==> config.mk <==
export PLATFORM = sky130hd
export DESIGN_NAME = decode_stage
export DESIGN_NICKNAME = d
export VERILOG_FILES = /design/src/common/rv_decode_pkg.sv /design/src/decoder/decode_stage.sv /design/src/decoder/imm_gen.sv /design/src/decoder/op_classify.sv
export SDC_FILE = /design/constraint.sdc
export NUM_CORES = 1
export LEC_CHECK = 0
export BUFFER_PORTS_ARGS = -buffer_cell sky130_fd_sc_hd__buf_2
export CAP_MARGIN = 15
export CORE_MARGIN = 2
export CORE_UTILIZATION = 53
export DETAILED_ROUTE_END_ITERATION = 10
export HOLD_SLACK_MARGIN = 0.12
export PLACE_DENSITY_LB_ADDON = 0.15
export SLEW_MARGIN = 20
export SYNTH_ARGS = -nofsm -noshare
export SYNTH_HDL_FRONTEND = slang
export SYNTH_SLANG_ARGS = --single-unit
==> constraint.sdc <==
create_clock -name clk -period 5.66 [get_ports clk]
set_input_delay 0.283 -clock clk [delete_from_list [all_inputs] [get_ports clk]]
set_output_delay 0.283 -clock clk [all_outputs]
set_load 0.01 [all_outputs]
==> src/common/rv_decode_pkg.sv <==
// Decode stage types, opcode, funct and size constants, kind and format enums, control records
package rv_decode_pkg;

    typedef logic [63:0] xlen_t;
    typedef logic [31:0] instr_word_t;
    typedef logic [4:0]  reg_idx_t;
    typedef logic [6:0]  opcode_t;
    typedef logic [2:0]  funct3_t;
    typedef logic [6:0]  funct7_t;
    typedef logic [5:0]  shamt_t;
    typedef logic [2:0]  mem_size_t;

    // Major opcodes of the supported RV64IM subset
    localparam opcode_t OP_REG    = 7'b0110011;
    localparam opcode_t OP_IMM    = 7'b0010011;
    localparam opcode_t OP_REG_W  = 7'b0111011;
    localparam opcode_t OP_IMM_W  = 7'b0011011;
    localparam opcode_t OP_LOAD   = 7'b0000011;
    localparam opcode_t OP_STORE  = 7'b0100011;
    localparam opcode_t OP_BRANCH = 7'b1100011;
    localparam opcode_t OP_JAL    = 7'b1101111;
    localparam opcode_t OP_JALR   = 7'b1100111;
    localparam opcode_t OP_LUI    = 7'b0110111;
    localparam opcode_t OP_AUIPC  = 7'b0010111;
    localparam opcode_t OP_SYSTEM = 7'b1110011;

    localparam funct7_t F7_BASE   = 7'b0000000;
    localparam funct7_t F7_ALT    = 7'b0100000; // SUB and arithmetic shifts
    localparam funct7_t F7_MULDIV = 7'b0000001; // M extension

    // Access size codes as seen by the memory stage
    localparam mem_size_t SIZE_BYTE   = 3'd1;
    localparam mem_size_t SIZE_HALF   = 3'd2;
    localparam mem_size_t SIZE_WORD   = 3'd4;
    localparam mem_size_t SIZE_DOUBLE = 3'd7;

    localparam reg_idx_t REG_A0 = 5'd10; // ECALL destination

    // Kind codes keep the numbering the execute stage already relies on
    typedef enum logic [7:0] {
        KIND_ADD    = 8'd0,  KIND_SUB    = 8'd1,  KIND_XOR    = 8'd2,  KIND_OR     = 8'd3,
        KIND_AND    = 8'd4,  KIND_SLL    = 8'd5,  KIND_SRL    = 8'd6,  KIND_SRA    = 8'd7,
        KIND_SLT    = 8'd8,  KIND_SLTU   = 8'd9,  KIND_MUL    = 8'd10, KIND_MULH   = 8'd11,
        KIND_MULHSU = 8'd12, KIND_MULHU  = 8'd13, KIND_DIV    = 8'd14, KIND_DIVU   = 8'd15,
        KIND_REM    = 8'd16, KIND_REMU   = 8'd17,
        KIND_ADDI   = 8'd18, KIND_XORI   = 8'd19, KIND_ORI    = 8'd20, KIND_ANDI   = 8'd21,
        KIND_SLLI   = 8'd22, KIND_SRLI   = 8'd23, KIND_SRAI   = 8'd24, KIND_SLTI   = 8'd25,
        KIND_SLTIU  = 8'd26,
        KIND_ADDIW  = 8'd29, KIND_SLLIW  = 8'd30, KIND_SRLIW  = 8'd31, KIND_SRAIW  = 8'd32,
        KIND_ADDW   = 8'd33, KIND_SUBW   = 8'd34, KIND_SLLW   = 8'd35, KIND_SRLW   = 8'd36,
        KIND_SRAW   = 8'd37, KIND_MULW   = 8'd38, KIND_DIVW   = 8'd39, KIND_DIVUW  = 8'd40,
        KIND_REMW   = 8'd41, KIND_REMUW  = 8'd42,
        KIND_SB     = 8'd43, KIND_SH     = 8'd44, KIND_SW     = 8'd45, KIND_SD     = 8'd46,
        KIND_BEQ    = 8'd47, KIND_BNE    = 8'd48, KIND_BLT    = 8'd49, KIND_BGE    = 8'd50,
        KIND_BLTU   = 8'd51, KIND_BGEU   = 8'd52,
        KIND_JAL    = 8'd53, KIND_JALR   = 8'd54, KIND_LUI    = 8'd55, KIND_AUIPC  = 8'd56,
        KIND_ECALL  = 8'd57, KIND_EBREAK = 8'd58,
        KIND_LB     = 8'd59, KIND_LH     = 8'd60, KIND_LW     = 8'd61, KIND_LBU    = 8'd62,
        KIND_LHU    = 8'd63, KIND_LWU    = 8'd64, KIND_LD     = 8'd65,
        KIND_UNKNOWN = 8'd255
    } instr_kind_e;

    typedef enum logic [2:0] {
        FMT_NONE = 3'd0, // R and W types carry no immediate
        FMT_I    = 3'd1,
        FMT_S    = 3'd2,
        FMT_B    = 3'd3,
        FMT_U    = 3'd4,
        FMT_J    = 3'd5,
        FMT_SYS  = 3'd6  // Zero-extended funct12
    } imm_fmt_e;

    // Classifier result, all combinational
    typedef struct packed {
        instr_kind_e kind;
        imm_fmt_e    fmt;
        logic        rd_used;
        logic        rs1_used;
        logic        rs2_used;
        logic        rd_is_a0;
        mem_size_t   mem_size;
        logic        load_signed;
        logic        mem_read;
        logic        mem_write;
    } op_class_t;

    // Registered record handed to the next stage
    typedef struct packed {
        xlen_t       pc;
        opcode_t     opcode;
        instr_kind_e kind;
        reg_idx_t    rd;
        reg_idx_t    rs1;
        reg_idx_t    rs2;
        xlen_t       imm;
        shamt_t      shamt;
        mem_size_t   mem_size;
        logic        load_signed;
        logic        mem_read;
        logic        mem_write;
    } decode_ctrl_t;

endpackage

==> src/decoder/decode_stage.sv <==
// Registered RV64IM decode stage built from the classifier and the immediate generator
`timescale 1ns/1ns
module decode_stage (
    input  logic                        clk,
    input  logic                        reset,
    input  logic                        decode_enable,
    input  rv_decode_pkg::instr_word_t  instruction,
    input  rv_decode_pkg::xlen_t        pc_current,
    output logic                        decode_valid,
    output rv_decode_pkg::decode_ctrl_t ctrl_out
);
    import rv_decode_pkg::*;

    op_class_t    cls;
    xlen_t        imm;
    shamt_t       shamt;
    decode_ctrl_t ctrl_next;

    op_classify u_op_classify (
        .instruction (instruction),
        .op_class    (cls)
    );

    imm_gen u_imm_gen (
        .instruction (instruction),
        .fmt         (cls.fmt),
        .imm         (imm),
        .shamt       (shamt)
    );

    // Unused register fields are forced to x0
    always_comb begin
        ctrl_next.pc = pc_current;
        ctrl_next.opcode = instruction[6:0];
        ctrl_next.kind = cls.kind;
        if (cls.rd_is_a0)
            ctrl_next.rd = REG_A0;
        else
            ctrl_next.rd = cls.rd_used ? instruction[11:7] : '0;
        ctrl_next.rs1 = cls.rs1_used ? instruction[19:15] : '0;
        ctrl_next.rs2 = cls.rs2_used ? instruction[24:20] : '0;
        ctrl_next.imm = imm;
        ctrl_next.shamt = shamt;
        ctrl_next.mem_size = cls.mem_size;
        ctrl_next.load_signed = cls.load_signed;
        ctrl_next.mem_read = cls.mem_read;
        ctrl_next.mem_write = cls.mem_write;
    end

    always_ff @(posedge clk) begin
        if (reset) begin
            decode_valid <= 1'b0;
            ctrl_out <= '0;
        end else begin
            decode_valid <= decode_enable; // One pulse per accepted word
            if (decode_enable)
                ctrl_out <= ctrl_next; // Holds while idle
        end
    end

    // Exactly one cycle from strobe to valid, no pulses of its own
    assert property (@(posedge clk) disable iff (reset)
        decode_valid == ($past(decode_enable) && !$past(reset)))
        else $error("decode_stage: decode_valid does not follow decode_enable by one cycle");

endmodule

==> src/decoder/imm_gen.sv <==
// Immediate generator for the RISC-V formats and shift amount extraction
`timescale 1ns/1ns
module imm_gen (
    input  rv_decode_pkg::instr_word_t instruction,
    input  rv_decode_pkg::imm_fmt_e    fmt,
    output rv_decode_pkg::xlen_t       imm,
    output rv_decode_pkg::shamt_t      shamt
);
    import rv_decode_pkg::*;

    opcode_t opcode;
    funct3_t funct3;
    logic    sign;
    logic    is_shift;

    assign opcode = instruction[6:0];
    assign funct3 = instruction[14:12];
    assign sign = instruction[31];
    assign is_shift = (fmt == FMT_I) && (funct3[1:0] == 2'b01); // SLLI/SRLI/SRAI families

    always_comb begin
        case (fmt)
            FMT_I:   imm = {{52{sign}}, instruction[31:20]};
            FMT_S:   imm = {{52{sign}}, instruction[31:25], instruction[11:7]};
            FMT_B:   imm = {{52{sign}}, instruction[7], instruction[30:25],
                            instruction[11:8], 1'b0};
            FMT_U:   imm = {{32{sign}}, instruction[31:12], 12'h000};
            FMT_J:   imm = {{44{sign}}, instruction[19:12], instruction[20],
                            instruction[30:21], 1'b0};
            FMT_SYS: imm = {52'd0, instruction[31:20]}; // funct12 kept unsigned
            default: imm = '0;
        endcase
    end

    // RV64 shifts use six bits, the W forms only five
    always_comb begin
        shamt = '0;
        if (is_shift && opcode == OP_IMM)
            shamt = instruction[25:20];
        else if (is_shift && opcode == OP_IMM_W)
            shamt = {1'b0, instruction[24:20]};
    end

    always_comb begin
        if (fmt == FMT_B || fmt == FMT_J)
            assert (imm[0] == 1'b0)
                else $error("imm_gen: branch or jump offset is not halfword aligned");
    end

endmodule

==> src/decoder/op_classify.sv <==
// Instruction classifier giving kind, immediate format, register usage and memory attributes
`timescale 1ns/1ns
module op_classify (
    input  rv_decode_pkg::instr_word_t instruction,
    output rv_decode_pkg::op_class_t   op_class
);
    import rv_decode_pkg::*;

    opcode_t opcode;
    funct3_t funct3;
    funct7_t funct7;

    assign opcode = instruction[6:0];
    assign funct3 = instruction[14:12];
    assign funct7 = instruction[31:25];

    // funct3[1:0] is the access width for both loads and stores
    function automatic mem_size_t size_code(input logic [1:0] width);
        case (width)
            2'b00:   return SIZE_BYTE;
            2'b01:   return SIZE_HALF;
            2'b10:   return SIZE_WORD;
            default: return SIZE_DOUBLE;
        endcase
    endfunction

    always_comb begin
        op_class = '0;
        op_class.kind = KIND_UNKNOWN;
        case (opcode)
            OP_REG: begin
                op_class.rd_used = 1'b1;
                op_class.rs1_used = 1'b1;
                op_class.rs2_used = 1'b1;
                case ({funct7, funct3})
                    {F7_BASE, 3'b000}:   op_class.kind = KIND_ADD;
                    {F7_ALT, 3'b000}:    op_class.kind = KIND_SUB;
                    {F7_BASE, 3'b100}:   op_class.kind = KIND_XOR;
                    {F7_BASE, 3'b110}:   op_class.kind = KIND_OR;
                    {F7_BASE, 3'b111}:   op_class.kind = KIND_AND;
                    {F7_BASE, 3'b001}:   op_class.kind = KIND_SLL;
                    {F7_BASE, 3'b101}:   op_class.kind = KIND_SRL;
                    {F7_ALT, 3'b101}:    op_class.kind = KIND_SRA;
                    {F7_BASE, 3'b010}:   op_class.kind = KIND_SLT;
                    {F7_BASE, 3'b011}:   op_class.kind = KIND_SLTU;
                    {F7_MULDIV, 3'b000}: op_class.kind = KIND_MUL;
                    {F7_MULDIV, 3'b001}: op_class.kind = KIND_MULH;
                    {F7_MULDIV, 3'b010}: op_class.kind = KIND_MULHSU;
                    {F7_MULDIV, 3'b011}: op_class.kind = KIND_MULHU;
                    {F7_MULDIV, 3'b100}: op_class.kind = KIND_DIV;
                    {F7_MULDIV, 3'b101}: op_class.kind = KIND_DIVU;
                    {F7_MULDIV, 3'b110}: op_class.kind = KIND_REM;
                    {F7_MULDIV, 3'b111}: op_class.kind = KIND_REMU;
                    default:             op_class.kind = KIND_UNKNOWN;
                endcase
            end
            OP_REG_W: begin
                op_class.rd_used = 1'b1;
                op_class.rs1_used = 1'b1;
                op_class.rs2_used = 1'b1;
                case ({funct7, funct3})
                    {F7_BASE, 3'b000}:   op_class.kind = KIND_ADDW;
                    {F7_ALT, 3'b000}:    op_class.kind = KIND_SUBW;
                    {F7_BASE, 3'b001}:   op_class.kind = KIND_SLLW;
                    {F7_BASE, 3'b101}:   op_class.kind = KIND_SRLW;
                    {F7_ALT, 3'b101}:    op_class.kind = KIND_SRAW;
                    {F7_MULDIV, 3'b000}: op_class.kind = KIND_MULW;
                    {F7_MULDIV, 3'b100}: op_class.kind = KIND_DIVW;
                    {F7_MULDIV, 3'b101}: op_class.kind = KIND_DIVUW;
                    {F7_MULDIV, 3'b110}: op_class.kind = KIND_REMW;
                    {F7_MULDIV, 3'b111}: op_class.kind = KIND_REMUW;
                    default:             op_class.kind = KIND_UNKNOWN;
                endcase
            end
            OP_IMM: begin
                op_class.fmt = FMT_I;
                op_class.rd_used = 1'b1;
                op_class.rs1_used = 1'b1;
                case (funct3)
                    3'b000: op_class.kind = KIND_ADDI;
                    3'b100: op_class.kind = KIND_XORI;
                    3'b110: op_class.kind = KIND_ORI;
                    3'b111: op_class.kind = KIND_ANDI;
                    3'b010: op_class.kind = KIND_SLTI;
                    3'b011: op_class.kind = KIND_SLTIU;
                    3'b001: begin // 6-bit shamt leaves bits 31:26 for the variant
                        if (instruction[31:26] == F7_BASE[6:1])
                            op_class.kind = KIND_SLLI;
                    end
                    default: begin
                        if (instruction[31:26] == F7_BASE[6:1])
                            op_class.kind = KIND_SRLI;
                        else if (instruction[31:26] == F7_ALT[6:1])
                            op_class.kind = KIND_SRAI;
                    end
                endcase
            end
            OP_IMM_W: begin
                op_class.fmt = FMT_I;
                op_class.rd_used = 1'b1;
                op_class.rs1_used = 1'b1;
                case ({funct7, funct3})
                    {F7_BASE, 3'b001}: op_class.kind = KIND_SLLIW;
                    {F7_BASE, 3'b101}: op_class.kind = KIND_SRLIW;
                    {F7_ALT, 3'b101}:  op_class.kind = KIND_SRAIW;
                    default: begin
                        if (funct3 == 3'b000)
                            op_class.kind = KIND_ADDIW; // funct7 is immediate here
                    end
                endcase
            end
            OP_LOAD: begin
                op_class.fmt = FMT_I;
                op_class.rd_used = 1'b1;
                op_class.rs1_used = 1'b1;
                op_class.mem_read = 1'b1;
                op_class.mem_size = size_code(funct3[1:0]);
                op_class.load_signed = ~funct3[2] & (funct3[1:0] != 2'b11); // LB LH LW
                case (funct3)
                    3'b000:  op_class.kind = KIND_LB;
                    3'b001:  op_class.kind = KIND_LH;
                    3'b010:  op_class.kind = KIND_LW;
                    3'b011:  op_class.kind = KIND_LD;
                    3'b100:  op_class.kind = KIND_LBU;
                    3'b101:  op_class.kind = KIND_LHU;
                    3'b110:  op_class.kind = KIND_LWU;
                    default: op_class.kind = KIND_UNKNOWN;
                endcase
            end
            OP_STORE: begin
                op_class.fmt = FMT_S;
                op_class.rs1_used = 1'b1;
                op_class.rs2_used = 1'b1;
                op_class.mem_write = 1'b1;
                op_class.mem_size = size_code(funct3[1:0]);
                case (funct3)
                    3'b000:  op_class.kind = KIND_SB;
                    3'b001:  op_class.kind = KIND_SH;
                    3'b010:  op_class.kind = KIND_SW;
                    3'b011:  op_class.kind = KIND_SD;
                    default: op_class.kind = KIND_UNKNOWN;
                endcase
            end
            OP_BRANCH: begin
                op_class.fmt = FMT_B;
                op_class.rs1_used = 1'b1;
                op_class.rs2_used = 1'b1;
                case (funct3)
                    3'b000:  op_class.kind = KIND_BEQ;
                    3'b001:  op_class.kind = KIND_BNE;
                    3'b100:  op_class.kind = KIND_BLT;
                    3'b101:  op_class.kind = KIND_BGE;
                    3'b110:  op_class.kind = KIND_BLTU;
                    3'b111:  op_class.kind = KIND_BGEU;
                    default: op_class.kind = KIND_UNKNOWN;
                endcase
            end
            OP_JAL: begin
                op_class.fmt = FMT_J;
                op_class.rd_used = 1'b1;
                op_class.kind = KIND_JAL;
            end
            OP_JALR: begin
                op_class.fmt = FMT_I;
                op_class.rd_used = 1'b1;
                op_class.rs1_used = 1'b1;
                if (funct3 == 3'b000)
                    op_class.kind = KIND_JALR;
            end
            OP_LUI, OP_AUIPC: begin
                op_class.fmt = FMT_U;
                op_class.rd_used = 1'b1;
                op_class.kind = (opcode == OP_LUI) ? KIND_LUI : KIND_AUIPC;
            end
            OP_SYSTEM: begin
                op_class.fmt = FMT_SYS;
                if (funct3 == 3'b000 && instruction[31:20] == 12'h000) begin
                    op_class.kind = KIND_ECALL;
                    op_class.rd_is_a0 = 1'b1; // Result lands in a0
                end else if (funct3 == 3'b000 && instruction[31:20] == 12'h001) begin
                    op_class.kind = KIND_EBREAK;
                end
            end
            default: op_class.kind = KIND_UNKNOWN;
        endcase

        // Unknown words carry no format, registers or memory traffic
        if (op_class.kind == KIND_UNKNOWN) begin
            op_class = '0;
            op_class.kind = KIND_UNKNOWN;
        end
    end

    always_comb begin
        assert (!(op_class.mem_read && op_class.mem_write))
            else $error("op_classify: load and store flagged on the same word");
    end

endmodule

==> run metrics <==
outcome=complete, no violations; routed vias/inst=a little under 6; Critical Path Sink Type=flop; async set-or-reset flop fraction in the synthesized netlist=0; crit-path leading delay family=compound AO/OA/AOI/OAI gates; clock root buffer=clkbuf_16; CP required=~6.0 ns; Tot GR Track Use=0.334; crit path launch type=primary input; Worst R2R Path Depth=2; syn_area_per_cell=a little under 9 um2; static leakage=about 4.4 nW; ys flop type=dfxtp_1; Post-CTS Resized=0; die area=between 10,000 and 15,000 um2; Initial Util=0.546; Final Cycle Share=0.600; critical path depth=10; crit path max fanout=20; pwr dens=about 270 nW/um2; Synth Register Bits=139; Slew @ Worst Pin=about 1.1 ns; layout cell share with drive strength beyond 1=0.305; Critical Path Slowest Stage Cell=a2111oi_4; setup TNS=0 ns; drt total wl=24.0 mm; clk_skew=0 ns; CTS Sinks=around 140; Worst-path clk slew=0.06 ns; GR Overflow Total=0; first-pass detailed-route iteration total=8; initial antenna violation count=1; YS warnings=0; DR iter-0 viols=roughly 810; Final Core Density=0.727; CTS Buffer Depth=2; placed cell areas=roughly 8000 um2; max cap viols=0; routability cong.=~0.96; Post-CTS Setup Inserts=0; Post-Syn Area=6940 um2; hpwl dp=between 15 and 20 mm; io pins=270; DRC violations left=0; post-synthesis cell type count=75; Seq/Total Area, Yosys=0.401; Synth Instances=around 800; fin. max-slew vios=0; slowest stage delay, CP=0.62 ns; Net Count, Synth=900; Buf/Inv on CP=3; Die Y=118 um; Hold Crit Class=in2reg; hold_buf cts=66; H-tree levels=4; Pwr Total=0.00247 W; CTS tree=built; RSZ-0062 raised after global routing=false; routed len/inst=approximately 19 um; clk_lat worst skew=about 0.43 ns; area grow syn2layout=33.3%; largest net degree at the start of global routing=between 90 and 100; EDFF count, synth=0; vias in the first global route=6,972; WP data arrival=roughly 3.7 ns; Core ar.=roughly 13,000 um2; global-route wire length before repair=about 37 mm; cts bufs inserted=17; endpoints failing hold=0; Die Wd=approximately 120 um; final instance area=9250 um2; I/O Buffers=roughly 270; Rel. slew slack=0.289; Period minus WS final=between 3 and 4 ns; Layout Nets=around 1,200; DR vias=between 7,000 and 8,000; critical path class=in2reg; Max Clock Freq=just under 0.3 GHz; Final ANT Viol Nets=0; FP Rows=between 40 and 50; endpoints failing setup=0; VDD IR-drop max=approximately 0.24 mV; crit path cell chain=buf_2, inv_1, ha_1, clkinv_1, nand2_1, and4_1, a21oi_1, a2111oi_4, a21oi_2, o41ai_1; hold depth=3
-- kinds of logic after synthesis --
kind of cell / count (synthesis) / synth area share
XOR/XNOR: 1 / 0.00126
AO/OA/AOI/OAI: 185 / 0.198
flip-flops: 139 / 0.401
multiplexers: 74 / 0.107
AND/OR/NAND/NOR: 284 / 0.202
buffers and inverters: 108 / 0.0816
adder cells (fa/ha/maj): 5 / 0.00901
-- sequential cells by signal, indices dropped and copies added, names as in the netlist --
register / cells
decode_valid: 1
ctrl_out: 138
-- synth_stat cells, drive strengths merged (4+ instances only) --
cell	instances	share of area
a21boi	5	0.0054
inv	14	0.0076
a211oi	5	0.0054
nor4	9	0.010
mux2i	74	0.11
nand2b	11	0.0099
o31ai	14	0.015
nand4	6	0.0054
o41ai	11	0.017
o22ai	5	0.0045
a22oi	16	0.018
nor2	115	0.062
buf	57	0.054
nor2b	20	0.018
and3	6	0.0061
ha	5	0.0090
a32o	14	0.020
o211ai	5	0.0054
a31oi	16	0.014
nand4b	5	0.0063
nand3	8	0.0058
a21oi	19	0.014
nand2	62	0.034
clkbuf	36	0.019
nor3	13	0.0094
or2	7	0.0067
a311oi	4	0.0050
o21ai	38	0.027
dfxtp	139	0.40
-- metal layers --
layer | global-route usage | part of all wire | vias to the layer above
met5 | 0 | 0 | -
met4 | 0.145 | 0.038 | 0
met2 | 0.561 | 0.48 | 434
met3 | 0.0989 | 0.10 | 75
met1 | 0.395 | 0.38 | 3401
li1 | - | - | 3383
-- cells in the final DEF, fill, tap and decap left out, types with 5 or more instances in the layout --
cell           synthesis  layout
o41ai_1                8       8
o21ai_0               38      38
nand2_1               62      62
and3_1                 5       5
o211ai_1               5       5
nor3_1                13      13
nand4_1                6       6
a211oi_1               5       5
dlygate4sd3_1          0      66
nand3_1                8       8
a21boi_0               5       5
a31oi_1               16      16
mux2i_1               74      74
nor4_1                 8       8
buf_4                 34       5
a32o_1                14      14
nand2b_1              11      11
nor2_1               115     114
inv_1                 14      14
a22oi_1               15      15
ha_1                   5       5
or2_2                  6       6
nand4b_1               5       5
o31ai_1               14      14
nor2b_1               20      20
o22ai_1                5       5
a21oi_1               18      18
dfxtp_1              139     139
clkbuf_16              0      17
buf_2                  9     268
-- worst register-to-register path: cells and delay by family (launching register included) --
family,cells,cell delay [ns]
flops,1,0.77
compound gates,1,0.09
simple gates,1,0.10
-- power by group --
part | total [W] | internal [W] | switching [W]
Clock | 0.00107 | 0.000634 | 0.000431
Sequential | 0.00104 | 0.00102 | 0.0000226
Combinational | 0.000370 | 0.000154 | 0.000216
-- area by class of cell --
class,instances,area (um2)
fill,972,3470
inverter,15,56.3
sequential,139,2780
multi-input combinational,549,3590
clock buffer,20,467
clock inverter,10,92.6
timing repair buffer,339,2040
tap,172,215
antenna,1,2.50
-- worst paths after layout --
path,slack [ns],end,startpoint
worst max-delay path,2.27,ctrl_out[9],instruction[13]
worst min-delay path,0.12,ctrl_out[120],pc_current[14]
worst max register to register,4.62,ctrl_out[74],ctrl_out[74]
worst min register to register,0.44,ctrl_out[88],ctrl_out[88]
-- through the flow --
stage / worst slack [ns] / hold slack (ns) / cells
2_1_floorplan: 3.03 / 0.413 / 796
3_3_place_gp: 2.13 / 0.434 / 1148
3_5_place_dp: 2.01 / 0.436 / 1148
4_1_cts: 2.41 / 0.125 / 1244
5_1_grt: 2.04 / 0.139 / 1245
6_report: 2.27 / 0.122 / 1245
Note: power is estimated with default switching activity, not from simulation.
